===== src/logic/fp_pkg.sv =====
/*
 * FP operand front end package.
 * Register map, FCLASS bit positions, exponent recoding constants
 * and the two-way decode of the 64-bit operand word.
 */
package fp_pkg;

    localparam int RESULT_W = 65;
    localparam int CLASS_W  = 10;

    // Byte addresses of the register map.
    localparam logic [4:0] ADDR_DATA_LO  = 5'h00;
    localparam logic [4:0] ADDR_DATA_HI  = 5'h04;
    localparam logic [4:0] ADDR_FMT      = 5'h08;
    localparam logic [4:0] ADDR_RES_LO   = 5'h0C;
    localparam logic [4:0] ADDR_RES_HI   = 5'h10;
    localparam logic [4:0] ADDR_RES_SIGN = 5'h14;
    localparam logic [4:0] ADDR_CLASS    = 5'h18;

    localparam logic [1:0] RESP_OKAY   = 2'd0;
    localparam logic [1:0] RESP_SLVERR = 2'd2;

    // FCLASS bit positions.
    localparam int CLS_NEG_INF  = 0;
    localparam int CLS_NEG_NORM = 1;
    localparam int CLS_NEG_SUB  = 2;
    localparam int CLS_NEG_ZERO = 3;
    localparam int CLS_POS_ZERO = 4;
    localparam int CLS_POS_SUB  = 5;
    localparam int CLS_POS_NORM = 6;
    localparam int CLS_POS_INF  = 7;
    localparam int CLS_SNAN     = 8;
    localparam int CLS_QNAN     = 9;

    // Internal exponent is biased by 2047.
    localparam logic [11:0] EXP_SP_OFFSET   = 12'h780;
    localparam logic [11:0] EXP_DP_OFFSET   = 12'h400;
    localparam logic [11:0] EXP_SP_SUB_BASE = 12'h781;
    localparam logic [11:0] EXP_DP_SUB_BASE = 12'h401;
    localparam logic [11:0] EXP_SPECIAL     = 12'hFFF;

    typedef struct packed {
        logic [31:0] pad;
        logic        sign;
        logic [7:0]  exp;
        logic [22:0] frac;
    } sp_fields_t;

    typedef struct packed {
        logic        sign;
        logic [10:0] exp;
        logic [51:0] frac;
    } dp_fields_t;

    typedef union packed {
        sp_fields_t sp;
        dp_fields_t dp;
    } fp_word_t;

endpackage


===== src/logic/lzc_64.sv =====
/*
 * 64-bit leading-zero counter.
 * Nibble counters feed a second row of 4-bit counters on the nibble
 * valid flags; a final priority select picks the leading group.
 */
`timescale 1ns/1ps

module lzc_64 (
    input  logic [63:0] data_in,
    output logic [5:0]  lzc,
    output logic        valid
);

    logic [15:0] nib_v;
    logic [1:0]  nib_c [16];
    logic [3:0]  grp_v;
    logic [1:0]  grp_c [4];
    logic [1:0]  top_c;
    logic [1:0]  grp_idx;
    logic [3:0]  nib_idx;

    // Returns {nonzero, leading zero count} of a nibble.
    function automatic logic [2:0] lz4(input logic [3:0] x);
        logic [2:0] r;
        r[2] = |x;
        casez (x)
            4'b1???: r[1:0] = 2'd0;
            4'b01??: r[1:0] = 2'd1;
            4'b001?: r[1:0] = 2'd2;
            default: r[1:0] = 2'd3;
        endcase
        return r;
    endfunction

    always_comb begin
        for (int i = 0; i < 16; i++) begin
            {nib_v[i], nib_c[i]} = lz4(data_in[4*i +: 4]);
        end
        for (int g = 0; g < 4; g++) begin
            {grp_v[g], grp_c[g]} = lz4(nib_v[4*g +: 4]);
        end
        {valid, top_c} = lz4(grp_v);

        // Count from the top, so index the arrays from the other end.
        grp_idx = 2'd3 - top_c;
        nib_idx = {grp_idx, 2'd3 - grp_c[grp_idx]};

        if (valid) begin
            lzc = {top_c, grp_c[grp_idx], nib_c[nib_idx]};
        end else begin
            lzc = 6'd0;
        end
    end

endmodule


===== src/logic/fp_extract.sv =====
/*
 * FP operand extract.
 * Recodes a single or double operand into sign, 12-bit exponent and
 * 52-bit fraction, normalizing subnormals, and forms the FCLASS vector.
 */
`timescale 1ns/1ps

module fp_extract import fp_pkg::*; (
    input  fp_word_t            data,
    input  logic                fmt,
    output logic [RESULT_W-1:0] result,
    output logic [CLASS_W-1:0]  classification
);

    logic        sign;
    logic        exp_zero;
    logic        exp_ones;
    logic        frac_zero;
    logic [11:0] exp_norm;
    logic [11:0] sub_base;
    logic [11:0] exp_sub;
    logic [51:0] frac_al;
    logic [51:0] frac_sub;
    logic [63:0] probe;
    logic [5:0]  lz_cnt;

    // The probe always ends in ones, so the counter never sees an all-zero word.
    lzc_64 u_lzc_64 (
        .data_in (probe),
        .lzc     (lz_cnt),
        .valid   ()
    );

    // Field select per format; the fraction is left-aligned in 52 bits.
    always_comb begin
        if (fmt) begin
            sign      = data.dp.sign;
            exp_zero  = ~|data.dp.exp;
            exp_ones  = &data.dp.exp;
            frac_zero = ~|data.dp.frac;
            frac_al   = data.dp.frac;
            exp_norm  = {1'b0, data.dp.exp} + EXP_DP_OFFSET;
            sub_base  = EXP_DP_SUB_BASE;
            probe     = {1'b0, data.dp.frac, 11'h7FF};
        end else begin
            sign      = data.sp.sign;
            exp_zero  = ~|data.sp.exp;
            exp_ones  = &data.sp.exp;
            frac_zero = ~|data.sp.frac;
            frac_al   = {data.sp.frac, 29'd0};
            exp_norm  = {4'd0, data.sp.exp} + EXP_SP_OFFSET;
            sub_base  = EXP_SP_SUB_BASE;
            probe     = {1'b0, data.sp.frac, 40'hFF_FFFF_FFFF};
        end
    end

    // Leading zero count of the probe already includes the hidden bit.
    assign frac_sub = frac_al << lz_cnt;
    assign exp_sub  = sub_base - {6'd0, lz_cnt};

    always_comb begin
        result = {sign, 64'd0};
        if (exp_ones) begin
            result[63:0] = {EXP_SPECIAL, frac_al};
        end else if (!exp_zero) begin
            result[63:0] = {exp_norm, frac_al};
        end else if (!frac_zero) begin
            result[63:0] = {exp_sub, frac_sub};
        end
    end

    always_comb begin
        classification = '0;
        if (exp_ones) begin
            if (frac_zero) begin
                classification[sign ? CLS_NEG_INF : CLS_POS_INF] = 1'b1;
            end else if (result[51]) begin
                classification[CLS_QNAN] = 1'b1;
            end else begin
                classification[CLS_SNAN] = 1'b1;
            end
        end else if (exp_zero) begin
            if (frac_zero) begin
                classification[sign ? CLS_NEG_ZERO : CLS_POS_ZERO] = 1'b1;
            end else begin
                classification[sign ? CLS_NEG_SUB : CLS_POS_SUB] = 1'b1;
            end
        end else begin
            classification[sign ? CLS_NEG_NORM : CLS_POS_NORM] = 1'b1;
        end
    end

endmodule


===== src/logic/fp_axil_regs.sv =====
/*
 * AXI4-Lite register block for the FP front end.
 * Holds the operand and format registers, samples the extract output
 * every cycle and serves single-outstanding reads and writes.
 */
`timescale 1ns/1ps

module fp_axil_regs import fp_pkg::*; (
    input  logic                clk,
    input  logic                rst_n,

    input  logic [4:0]          awaddr,
    input  logic                awvalid,
    output logic                awready,

    input  logic [31:0]         wdata,
    input  logic [3:0]          wstrb,
    input  logic                wvalid,
    output logic                wready,

    output logic [1:0]          bresp,
    output logic                bvalid,
    input  logic                bready,

    input  logic [4:0]          araddr,
    input  logic                arvalid,
    output logic                arready,

    output logic [31:0]         rdata,
    output logic [1:0]          rresp,
    output logic                rvalid,
    input  logic                rready,

    output fp_word_t            op_data,
    output logic                op_fmt,
    input  logic [RESULT_W-1:0] ext_result,
    input  logic [CLASS_W-1:0]  ext_class
);

    logic                wr_accept;
    logic                wr_pend;
    logic                wr_ok;
    logic                rd_accept;
    logic                rd_ok;
    logic [31:0]         rd_mux;
    logic [RESULT_W-1:0] res_q;
    logic [CLASS_W-1:0]  class_q;

    // A write stays pending one extra cycle so bvalid lines up with the result register.
    assign wr_accept = awvalid & wvalid & ~wr_pend & ~bvalid;
    assign awready   = wr_accept;
    assign wready    = wr_accept;

    assign rd_accept = arvalid & ~rvalid;
    assign arready   = rd_accept;

    // Every write is a full-word write and ignores wstrb.
    assign wr_ok = (awaddr == ADDR_DATA_LO) || (awaddr == ADDR_DATA_HI) ||
                   (awaddr == ADDR_FMT);

    always_comb begin
        rd_ok  = 1'b1;
        rd_mux = '0;
        case (araddr)
            ADDR_DATA_LO:  rd_mux = op_data[31:0];
            ADDR_DATA_HI:  rd_mux = op_data[63:32];
            ADDR_FMT:      rd_mux = {31'd0, op_fmt};
            ADDR_RES_LO:   rd_mux = res_q[31:0];
            ADDR_RES_HI:   rd_mux = res_q[63:32];
            ADDR_RES_SIGN: rd_mux = {31'd0, res_q[64]};
            ADDR_CLASS:    rd_mux = {{(32 - CLASS_W){1'b0}}, class_q};
            default:       rd_ok  = 1'b0;
        endcase
    end

    // Operand registers.
    always_ff @(posedge clk) begin
        if (!rst_n) begin
            op_data <= '0;
            op_fmt  <= 1'b0;
        end else if (wr_accept) begin
            case (awaddr)
                ADDR_DATA_LO: op_data[31:0]  <= wdata;
                ADDR_DATA_HI: op_data[63:32] <= wdata;
                ADDR_FMT:     op_fmt         <= wdata[0];
                default:      ;
            endcase
        end
    end

    // Registered copy of the extract output.
    always_ff @(posedge clk) begin
        if (!rst_n) begin
            res_q   <= '0;
            class_q <= CLASS_W'(1) << CLS_POS_ZERO;
        end else begin
            res_q   <= ext_result;
            class_q <= ext_class;
        end
    end

    always_ff @(posedge clk) begin
        if (!rst_n) begin
            wr_pend <= 1'b0;
            bvalid  <= 1'b0;
        end else begin
            wr_pend <= wr_accept;
            if (wr_pend) begin
                bvalid <= 1'b1;
            end else if (bvalid && bready) begin
                bvalid <= 1'b0;
            end
        end
    end

    always_ff @(posedge clk) begin
        if (!rst_n) begin
            rvalid <= 1'b0;
        end else if (rd_accept) begin
            rvalid <= 1'b1;
        end else if (rvalid && rready) begin
            rvalid <= 1'b0;
        end
    end

    // Response payload.
    always_ff @(posedge clk) begin
        if (wr_accept) begin
            bresp <= wr_ok ? RESP_OKAY : RESP_SLVERR;
        end
        if (rd_accept) begin
            rdata <= rd_mux;
            rresp <= rd_ok ? RESP_OKAY : RESP_SLVERR;
        end
    end

endmodule


===== src/logic/fp_front_top.sv =====
/*
 * FP operand front end top level.
 * Connects the AXI4-Lite register block to the operand extract.
 */
`timescale 1ns/1ps

module fp_front_top import fp_pkg::*; (
    input  logic        clk,
    input  logic        rst_n,

    input  logic [4:0]  awaddr,
    input  logic        awvalid,
    output logic        awready,

    input  logic [31:0] wdata,
    input  logic [3:0]  wstrb,
    input  logic        wvalid,
    output logic        wready,

    output logic [1:0]  bresp,
    output logic        bvalid,
    input  logic        bready,

    input  logic [4:0]  araddr,
    input  logic        arvalid,
    output logic        arready,

    output logic [31:0] rdata,
    output logic [1:0]  rresp,
    output logic        rvalid,
    input  logic        rready
);

    fp_word_t            op_data;
    logic                op_fmt;
    logic [RESULT_W-1:0] ext_result;
    logic [CLASS_W-1:0]  ext_class;

    fp_axil_regs u_regs (
        .clk        (clk),
        .rst_n      (rst_n),
        .awaddr     (awaddr),
        .awvalid    (awvalid),
        .awready    (awready),
        .wdata      (wdata),
        .wstrb      (wstrb),
        .wvalid     (wvalid),
        .wready     (wready),
        .bresp      (bresp),
        .bvalid     (bvalid),
        .bready     (bready),
        .araddr     (araddr),
        .arvalid    (arvalid),
        .arready    (arready),
        .rdata      (rdata),
        .rresp      (rresp),
        .rvalid     (rvalid),
        .rready     (rready),
        .op_data    (op_data),
        .op_fmt     (op_fmt),
        .ext_result (ext_result),
        .ext_class  (ext_class)
    );

    fp_extract u_extract (
        .data           (op_data),
        .fmt            (op_fmt),
        .result         (ext_result),
        .classification (ext_class)
    );

endmodule


===== config.mk =====
export PLATFORM = sky130hd
export DESIGN_NAME = fp_front_top
export DESIGN_NICKNAME = d
export VERILOG_FILES = /design/src/logic/fp_pkg.sv /design/src/logic/lzc_64.sv /design/src/logic/fp_extract.sv /design/src/logic/fp_axil_regs.sv /design/src/logic/fp_front_top.sv
export SDC_FILE = /design/constraint.sdc
export NUM_CORES = 1
export LEC_CHECK = 0
export ABC_AREA = 0
export BUFFER_PORTS_ARGS = -buffer_cell sky130_fd_sc_hd__buf_2
export CORE_MARGIN = 4
export CORE_UTILIZATION = 45
export CTS_BUF_LIST = sky130_fd_sc_hd__clkbuf_2 sky130_fd_sc_hd__clkbuf_4 sky130_fd_sc_hd__clkbuf_8
export DETAILED_ROUTE_END_ITERATION = 12
export HOLD_SLACK_MARGIN = 0.03
export MAX_ROUTING_LAYER = met4
export SYNTH_ARGS = -nofsm -noshare
export SYNTH_HDL_FRONTEND = slang
export SYNTH_HIERARCHICAL = 1
export SYNTH_SLANG_ARGS = --single-unit

===== constraint.sdc =====
create_clock -name clk -period 11.9 [get_ports clk]
set_clock_uncertainty 0.1 [all_clocks]
set_input_delay 0 -clock clk [delete_from_list [all_inputs] [get_ports clk]]
set_output_delay 0 -clock clk [all_outputs]
set_load 0.02 [all_outputs]

==> results of run 1 <==
## repair_timing
action                                 in CTS  in global routing
endpoints found under the hold margin     143                  0
hold buffers                               58                  0
setup endpoints to repair                   0                  0
setup buffers                               0                  0
## report_power, final
part	leakage, nW	internal, mW	switching, mW
logic	3.41	0.0677	0.125
clock network	0.222	0.173	0.306
registers	1.49	0.618	0.00498
total	5.12	0.859	0.436
## worst max-delay path by stage
stage / startpoint / slack [ns] / endpoint / cells past startpoint
5_1_grt: u_regs/op_fmt$_SDFFE_PN0P_ / 3.38 / u_regs/res_q[28]$_SDFF_PN0_ / 16
2_1_floorplan: u_regs/op_fmt$_SDFFE_PN0P_ / 5.81 / u_regs/res_q[48]$_SDFF_PN0_ / 27
3_5_place_dp: u_regs/op_fmt$_SDFFE_PN0P_ / 3.87 / u_regs/res_q[28]$_SDFF_PN0_ / 16
4_1_cts: u_regs/op_fmt$_SDFFE_PN0P_ / 3.79 / u_regs/res_q[28]$_SDFF_PN0_ / 16
3_3_place_gp: u_regs/op_fmt$_SDFFE_PN0P_ / 3.77 / u_regs/res_q[41]$_SDFF_PN0_ / 17
6_report: u_regs/op_fmt$_SDFFE_PN0P_ / 3.58 / u_regs/res_q[28]$_SDFF_PN0_ / 16
## layout by cell type (no fill, tap or decap), types with 31 or more instances in the layout
cell / instances
and2_1: 81
o21ai_0: 49
dfxtp_1: 142
buf_2: 86
dlygate4sd3_1: 58
mux2i_1: 76
mux4_2: 41
nor2_1: 62
a22oi_1: 68
nand2b_1: 38
edfxtp_1: 34
mux2_2: 50
conb_1: 32
a21oi_1: 31
nand2_1: 179
nand3_1: 59
o21ai_1: 34
## area by class of cell
class                   count  share of cell area
multi-input cells        1086              0.5626
flip-flops and latches    177              0.2812
repair buffers            172             0.08834
well taps                 335             0.03032
clock buffers              17             0.01693
clock inverters            15             0.01539
inverters                  19            0.005159
## worst max-delay path, delay by kind of cell (launching register included)
| kind | cells | cell delay (ns) |
|---|---|---|
| AO/OA/AOI/OAI | 8 | 2.74 |
| multiplexers | 3 | 1.47 |
| buffers and inverters | 2 | 1.47 |
| AND/OR/NAND/NOR | 3 | 1.44 |
| flip-flops | 1 | 0.88 |
## routing by layer
metal,GRT usage,share of wire
met1,0.4973,0.41
met2,0.5437,0.44
met4,0.1425,0.049
met5,-,0
met3,0.04870,0.10
## registers in the layout, indices dropped and copies added, names as in the netlist, 10 cells and up
register and cells:
u_regs/class_q 10, u_regs/op_data 64, u_regs/rdata 32, u_regs/res_q 65
## stage by stage
stage | total power, mW | setup slack [ns]
floorplan | 0.7611 | 5.807
global placement | 0.8116 | 3.766
detailed placement | 0.8114 | 3.867
CTS | 1.297 | 3.789
global route | 1.333 | 3.381
finish | 1.295 | 3.583
==> summary.md, run 1 <==
| Metric | Value |
|---|---|
| Final hold viol count | 0 |
| VDD IR max | just over 70 uV |
| CP Cell Sequence | buf_4 -> mux2_2 -> or4_1 -> nor4_1 -> a211oi_1 -> o21a_1 -> a2111oi_0 -> a32oi_1 -> o41ai_2 -> buf_4 -> mux4_2 -> a22oi_1 -> o22ai_1 -> mux2i_1 -> o21ai_0 -> and2_1 |
| PwrDens | 93.66 mW/mm^2 |
| Total CTS buffers | 17 |
| Tmin final | 8.317 ns |
| Critical Path AT | roughly 8.6 ns |
| Clock tree buffer depth | 2 |
| Final WL | approximately 53000 um |
| Startpoint types | flop |
| CP Capture Type | flop |
| Slowest cell delay on critical path | about 0.88 ns |
| RSZ-0062 raised after global routing | no |
| Worst path slowest cell | dfxtp_4 |
| Post-route cell area | around 0.014 mm^2 |
| CP Class | reg -> reg |
| 1st-pass router iterations | 9 |
| Synth Instances | 1365 |
| Outcome | finished clean |
| CTS Sinks | 177 |
| Setup total negative slack | 0 ns |
| Placed insts | between 1500 and 2000 |
| Max Slew Vio Count | 0 |
| MaxCap Viol Count | 0 |
| P_leak | 5.125 nW |
| Avg Inst Size Synth | slightly below 9 um^2 |
| CP dominant cell by count | buf_4 |
| Filler instances | 2523 |
| Min-delay src | awvalid |
| Residual DRC count | 0 |
| R2R setup slack | about 3.6 ns |
| Worst Hold End | u_regs/op_fmt$_SDFFE_PN0P_ |
| Die area | 0.02973 mm^2 |
| Die Wd | about 170 um |
| Ratio of cells with drive above 1 in the final layout | 0.1871 |
| Final #Nets | approximately 1500 |
| Overflow after GRT | 0 |
| Hpwl dp | between 30000 and 40000 um |
| Core Area | about 0.026 mm^2 |
| Post-CTS sizing | 0 |
| Antenna-violating nets left | 0 |
| Fin util | 0.5245 |
| FMAX | 0.1202 GHz |
| R2r startpoint | u_regs/op_fmt$_SDFFE_PN0P_ |
| Initial antenna violation count | 0 |
| Via count | roughly 12000 |
| Clk slew on worst S/H paths | approximately 0.13 ns |
| Gr usage total | 0.3622 |
| Worst-margin pin slew | between 1 and 1.5 ns |
| Number of diodes | 0 |
| Multi-input gate area | 0.007777 mm^2 |
| I/O pins | 94 |
| CP required | 12.17 ns |
| Ys Warns | 6 |
| Peak fanout along the critical path | 63 |
| Max H-tree Level | 4 |
| Drt wl/cell | roughly 29 um |
| Initial Util | 0.4616 |
| Chip height | ~170 um |
| Worst r2r path cells | 16 |
| Fin crit share | 0.6989 |
| Clk_lat worst skew | approximately 0.50 ns |
| Reg area | about 0.0039 mm^2 |
| Iteration-0 DRC Markers | 1687 |
| Hold Path Depth | 5 |
| Slew HR | 0.1868 |
| First-pass GRT wire length | 77240 um |
| Dpl cell area | around 0.013 mm^2 |
| Final cell count without fillers | 1821 |
| Synth Cell Area | 0.01217 mm^2 |
| Root Buffer Master | clkbuf_8 |
| CTS tree | done |
| GP Congestion | 1.025 |
| Worst reg2reg endpoint | u_regs/res_q[28]$_SDFF_PN0_ |
| I/O Buffers | just under 90 |
| Endpoints failing setup | 0 |
| Hold slack | ~0.074 ns |
| Number of global-route vias before repair | around 11000 |
| Layout area overhead | 13.63% |
| Drt via density | roughly 6.7 |
| Largest net degree at the start of global routing | roughly 110 |
| Row count | between 50 and 60 |
| Hold/Removal Path Class | in -> reg |
Note: power is estimated with default switching activity, not from simulation.
==> run 2, diff against run 1 <==
Settings changed: ABC_AREA 0 to 1.
Clock period 11.9 ns to 8.4 ns, I/O delays scaled along.
==> run 2 against run 1 <==
Compared with the run above: critical endpoint is now u_regs/res_q[21]$_SDFF_PN0_; sequential cell count stayed put; sequential share of layout area is 1.8 points lower; largest power group unchanged; routed wire length is 9.0% higher; setup slack worse by 1.6 ns; critical path type unchanged.
==> summary.md, run 2 <==
| Metric | Value |
|---|---|
| Flip-flop and latch count after synthesis | ~180 |
| Reg area | 0.003887 mm^2 (unchanged) |
| Commonest cells in the synthesized netlist | nand2_1 (777), nand3_1 (363), inv_1 (243) |
| Clk slew on worst S/H paths | 0.10 ns (-0.03 ns) |
| Final hold viol count | 0 (unchanged) |
| Max H-tree Level | 4 (unchanged) |
| Multi-input gate area | 0.007819 mm^2 (+0.53%) |
| Dpl cell area | 0.01380 mm^2 (+7.8%) |
| CP Capture Type | flop |
| VDD IR max | 95.43 uV (+32%) |
| P_leak | 7.569 nW (+48%) |
| Gr usage total | 0.3506 (-0.01161) |
| Placed insts | 2638 (+52%) |
| Hold slack | 0.05410 ns (-0.02035 ns) |
| Final WL | 57220 um (+9.0%) |
| FMAX | 0.1564 GHz (+30%) |
| Hpwl dp | 41130 um (+14%) |
| MaxCap Viol Count | 0 (unchanged) |
| Drt wl/cell | 20.98 um (-27%) |
| Ratio of cells with drive above 1 in the final layout | 0.1046 (-0.08247) |
| Setup bufs post-CTS | 0 (unchanged) |
| Antenna-violating nets left | 0 (unchanged) |
| Worst path slowest cell | buf_4 |
| Core Area | 0.02901 mm^2 (+10%) |
| Slew HR | 0.1098 (-0.07701) |
| Iteration-0 DRC Markers | 2181 (+29%) |
| CTS Sinks | 177 (unchanged) |
| Setup total negative slack | 0 ns (unchanged) |
| Residual DRC count | 0 (unchanged) |
| I/O pins | 94 (unchanged) |
| Max Slew Vio Count | 0 (unchanged) |
| Post-synth EDFFs | 34 |
| Final cell count without fillers | 2727 (+50%) |
| Fraction of registers with async set/reset | 0 |
| Synth top area share | 0.2175 |
| Peak fanout along the critical path | 78 (+24%) |
| Biggest regs | u_regs/res_q x65, u_regs/op_data x64, u_regs/rdata x32 |
| Tmin final | 6.394 ns (-1.923 ns) |
| Largest net degree at the start of global routing | 83 (-21%) |
| Max reg flops | 65 (unchanged) |
| Post-CTS sizing | 0 (unchanged) |
| Outcome | finished clean |
| Synth Instances | 2261 (+66%) |
| RSZ-0062 raised after global routing | no |
| Clk_lat worst skew | 0.48 ns (-0.02 ns) |
| Slowest cell delay on critical path | 0.76 ns (-0.12 ns) |
| Most common cell in the netlist | nand2_1 |
| Most common cell after layout, fill and taps aside | nand2_1 |
| Chip height | 180.6 um (+4.8%) |
| Hold/Removal Path Class | in -> reg |
| CP Class | reg -> reg |
| Synth Cell Area | 0.01341 mm^2 (+10%) |
| Total CTS buffers | 17 (unchanged) |
| Seq/Total Area, Yosys | 0.2896 |
| Endpoints failing setup | 0 (unchanged) |
| Worst r2r path cells | 31 (+15) |
| Pre-CTS WS | 2.202 ns (-1.664 ns) |
| Final #Nets | 2383 (+56%) |
| Post-route cell area | 0.01478 mm^2 (+6.9%) |
| Fin crit share | 0.7612 (+0.06224) |
| 1st-pass router iterations | 6 (-3) |
| Die area | 0.03263 mm^2 (+9.7%) |
| Filler instances | 3154 (+25%) |
| Critical Path AT | 6.72 ns (-1.87 ns) |
| Hold Path Depth | 5 (unchanged) |
| Clock tree buffer depth | 2 (unchanged) |
| Ys Warns | 6 (unchanged) |
| Dominant cell type by area after synthesis | nand2_1 |
| CP dominant cell by count | nand2_1 |
| Distinct cells, synth | 52 |
| CTS tree | done |
| Commonest non-fill, non-tap cells in the layout | nand2_1 (775), nand3_1 (363), inv_1 (243) |
| Overflow after GRT | 0 (unchanged) |
| Drt via density | 5.636 (-16%) |
| Avg Inst Size Synth | 5.931 um^2 (-33%) |
| Number of global-route vias before repair | 13989 (+22%) |
| Initial antenna violation count | 1 (+1) |
| Via count | 15370 (+25%) |
| First-pass GRT wire length | 85430 um (+11%) |
| Initial Util | 0.4622 (+0.0006067) |
| Layout area overhead | 10.20% |
| GP Congestion | 1.064 (+3.8%) |
| Main synth FF type | dfxtp_1 |
| CP required | 8.73 ns (-3.44 ns) |
| Die Wd | 180.6 um (+4.8%) |
| Top cells by area, synth | nand2_1 (22%), dfxtp_1 (21%), nand3_1 (14%) |
| Final worst slack | 2.006 ns (-1.577 ns) |
| Startpoint types | flop |
| I/O Buffers | 87 (unchanged) |
| Root Buffer Master | clkbuf_8 |
| Worst-margin pin slew | 1.334 ns (+0.1141 ns) |
| Most flops, register | u_regs/res_q |
| Row count | 62 (+5.1%) |
| PwrDens | 141.3 mW/mm^2 (+51%) |
## run 2: area by class of cell
cell class	instances	share of cell area
antenna	1	0.0001693
timing repair buffer	165	0.07959
inverter	264	0.06723
tap	384	0.03251
sequential	177	0.2631
clock inverter	14	0.01202
multi-input combinational	1704	0.5291
clock buffer	18	0.01634
## run 2: final timing paths
kind	from	slack (ns)	to
setup / recovery	u_regs/op_fmt$_SDFFE_PN0P_	2.01	u_regs/res_q[21]$_SDFF_PN0_
hold / removal	araddr[3]	0.05	u_regs/rdata[2]$_DFFE_PP_
setup reg to reg	u_regs/op_fmt$_SDFFE_PN0P_	2.01	u_regs/res_q[21]$_SDFF_PN0_
hold reg to reg	u_regs/wr_pend$_SDFF_PN0_	0.39	u_regs/bvalid$_SDFFE_PN0P_
## run 2: critical path: cells and delay by family (launching register included)
kind | cells | cell delay [ns]
AND/OR/NAND/NOR | 22 | 3.12
buffers and inverters | 6 | 1.58
AO/OA/AOI/OAI | 3 | 0.83
flip-flops | 1 | 0.63
## run 2: logic make-up (layout without fill, tap and decap cells)
family,Yosys count,after routing,synth area share
compound gates,169,169,0.07828
xor+xnor,2,2,0.001306
fa+ha+maj,1,1,0.0009329
buf+inv,399,461,0.1349
flops,177,177,0.2896
mux,1,1,0.0007464
other cells,3,23,0.0008396
simple gates,1509,1509,0.4934
## run 2: timing repair
action                                  CTS  global route
hold endpoints to repair                132             0
hold buffers                             56             0
endpoints found under the setup margin    0             0
## run 2: stage by stage
stage / power, mW / utilization
after floorplan: 1.293 / -
after global placement: 1.440 / 0.4755
after detailed placement: 1.440 / 0.4755
after CTS: 2.080 / 0.5093
after global routing: 2.185 / 0.5094
final: 2.088 / 0.5094
## run 2: layer usage
metal  up-vias  part of all wire  track usage
met3       121             0.096      0.05612
met5         -                 0            -
met4         0             0.046       0.1410
li1       7297                 -            -
met1      7080              0.42       0.4750
met2       872              0.44       0.5238
## run 2: power breakdown
part | switching [mW] | internal, mW
Sequential | 0.0122 | 0.888
Clock | 0.329 | 0.302
Combinational | 0.396 | 0.162
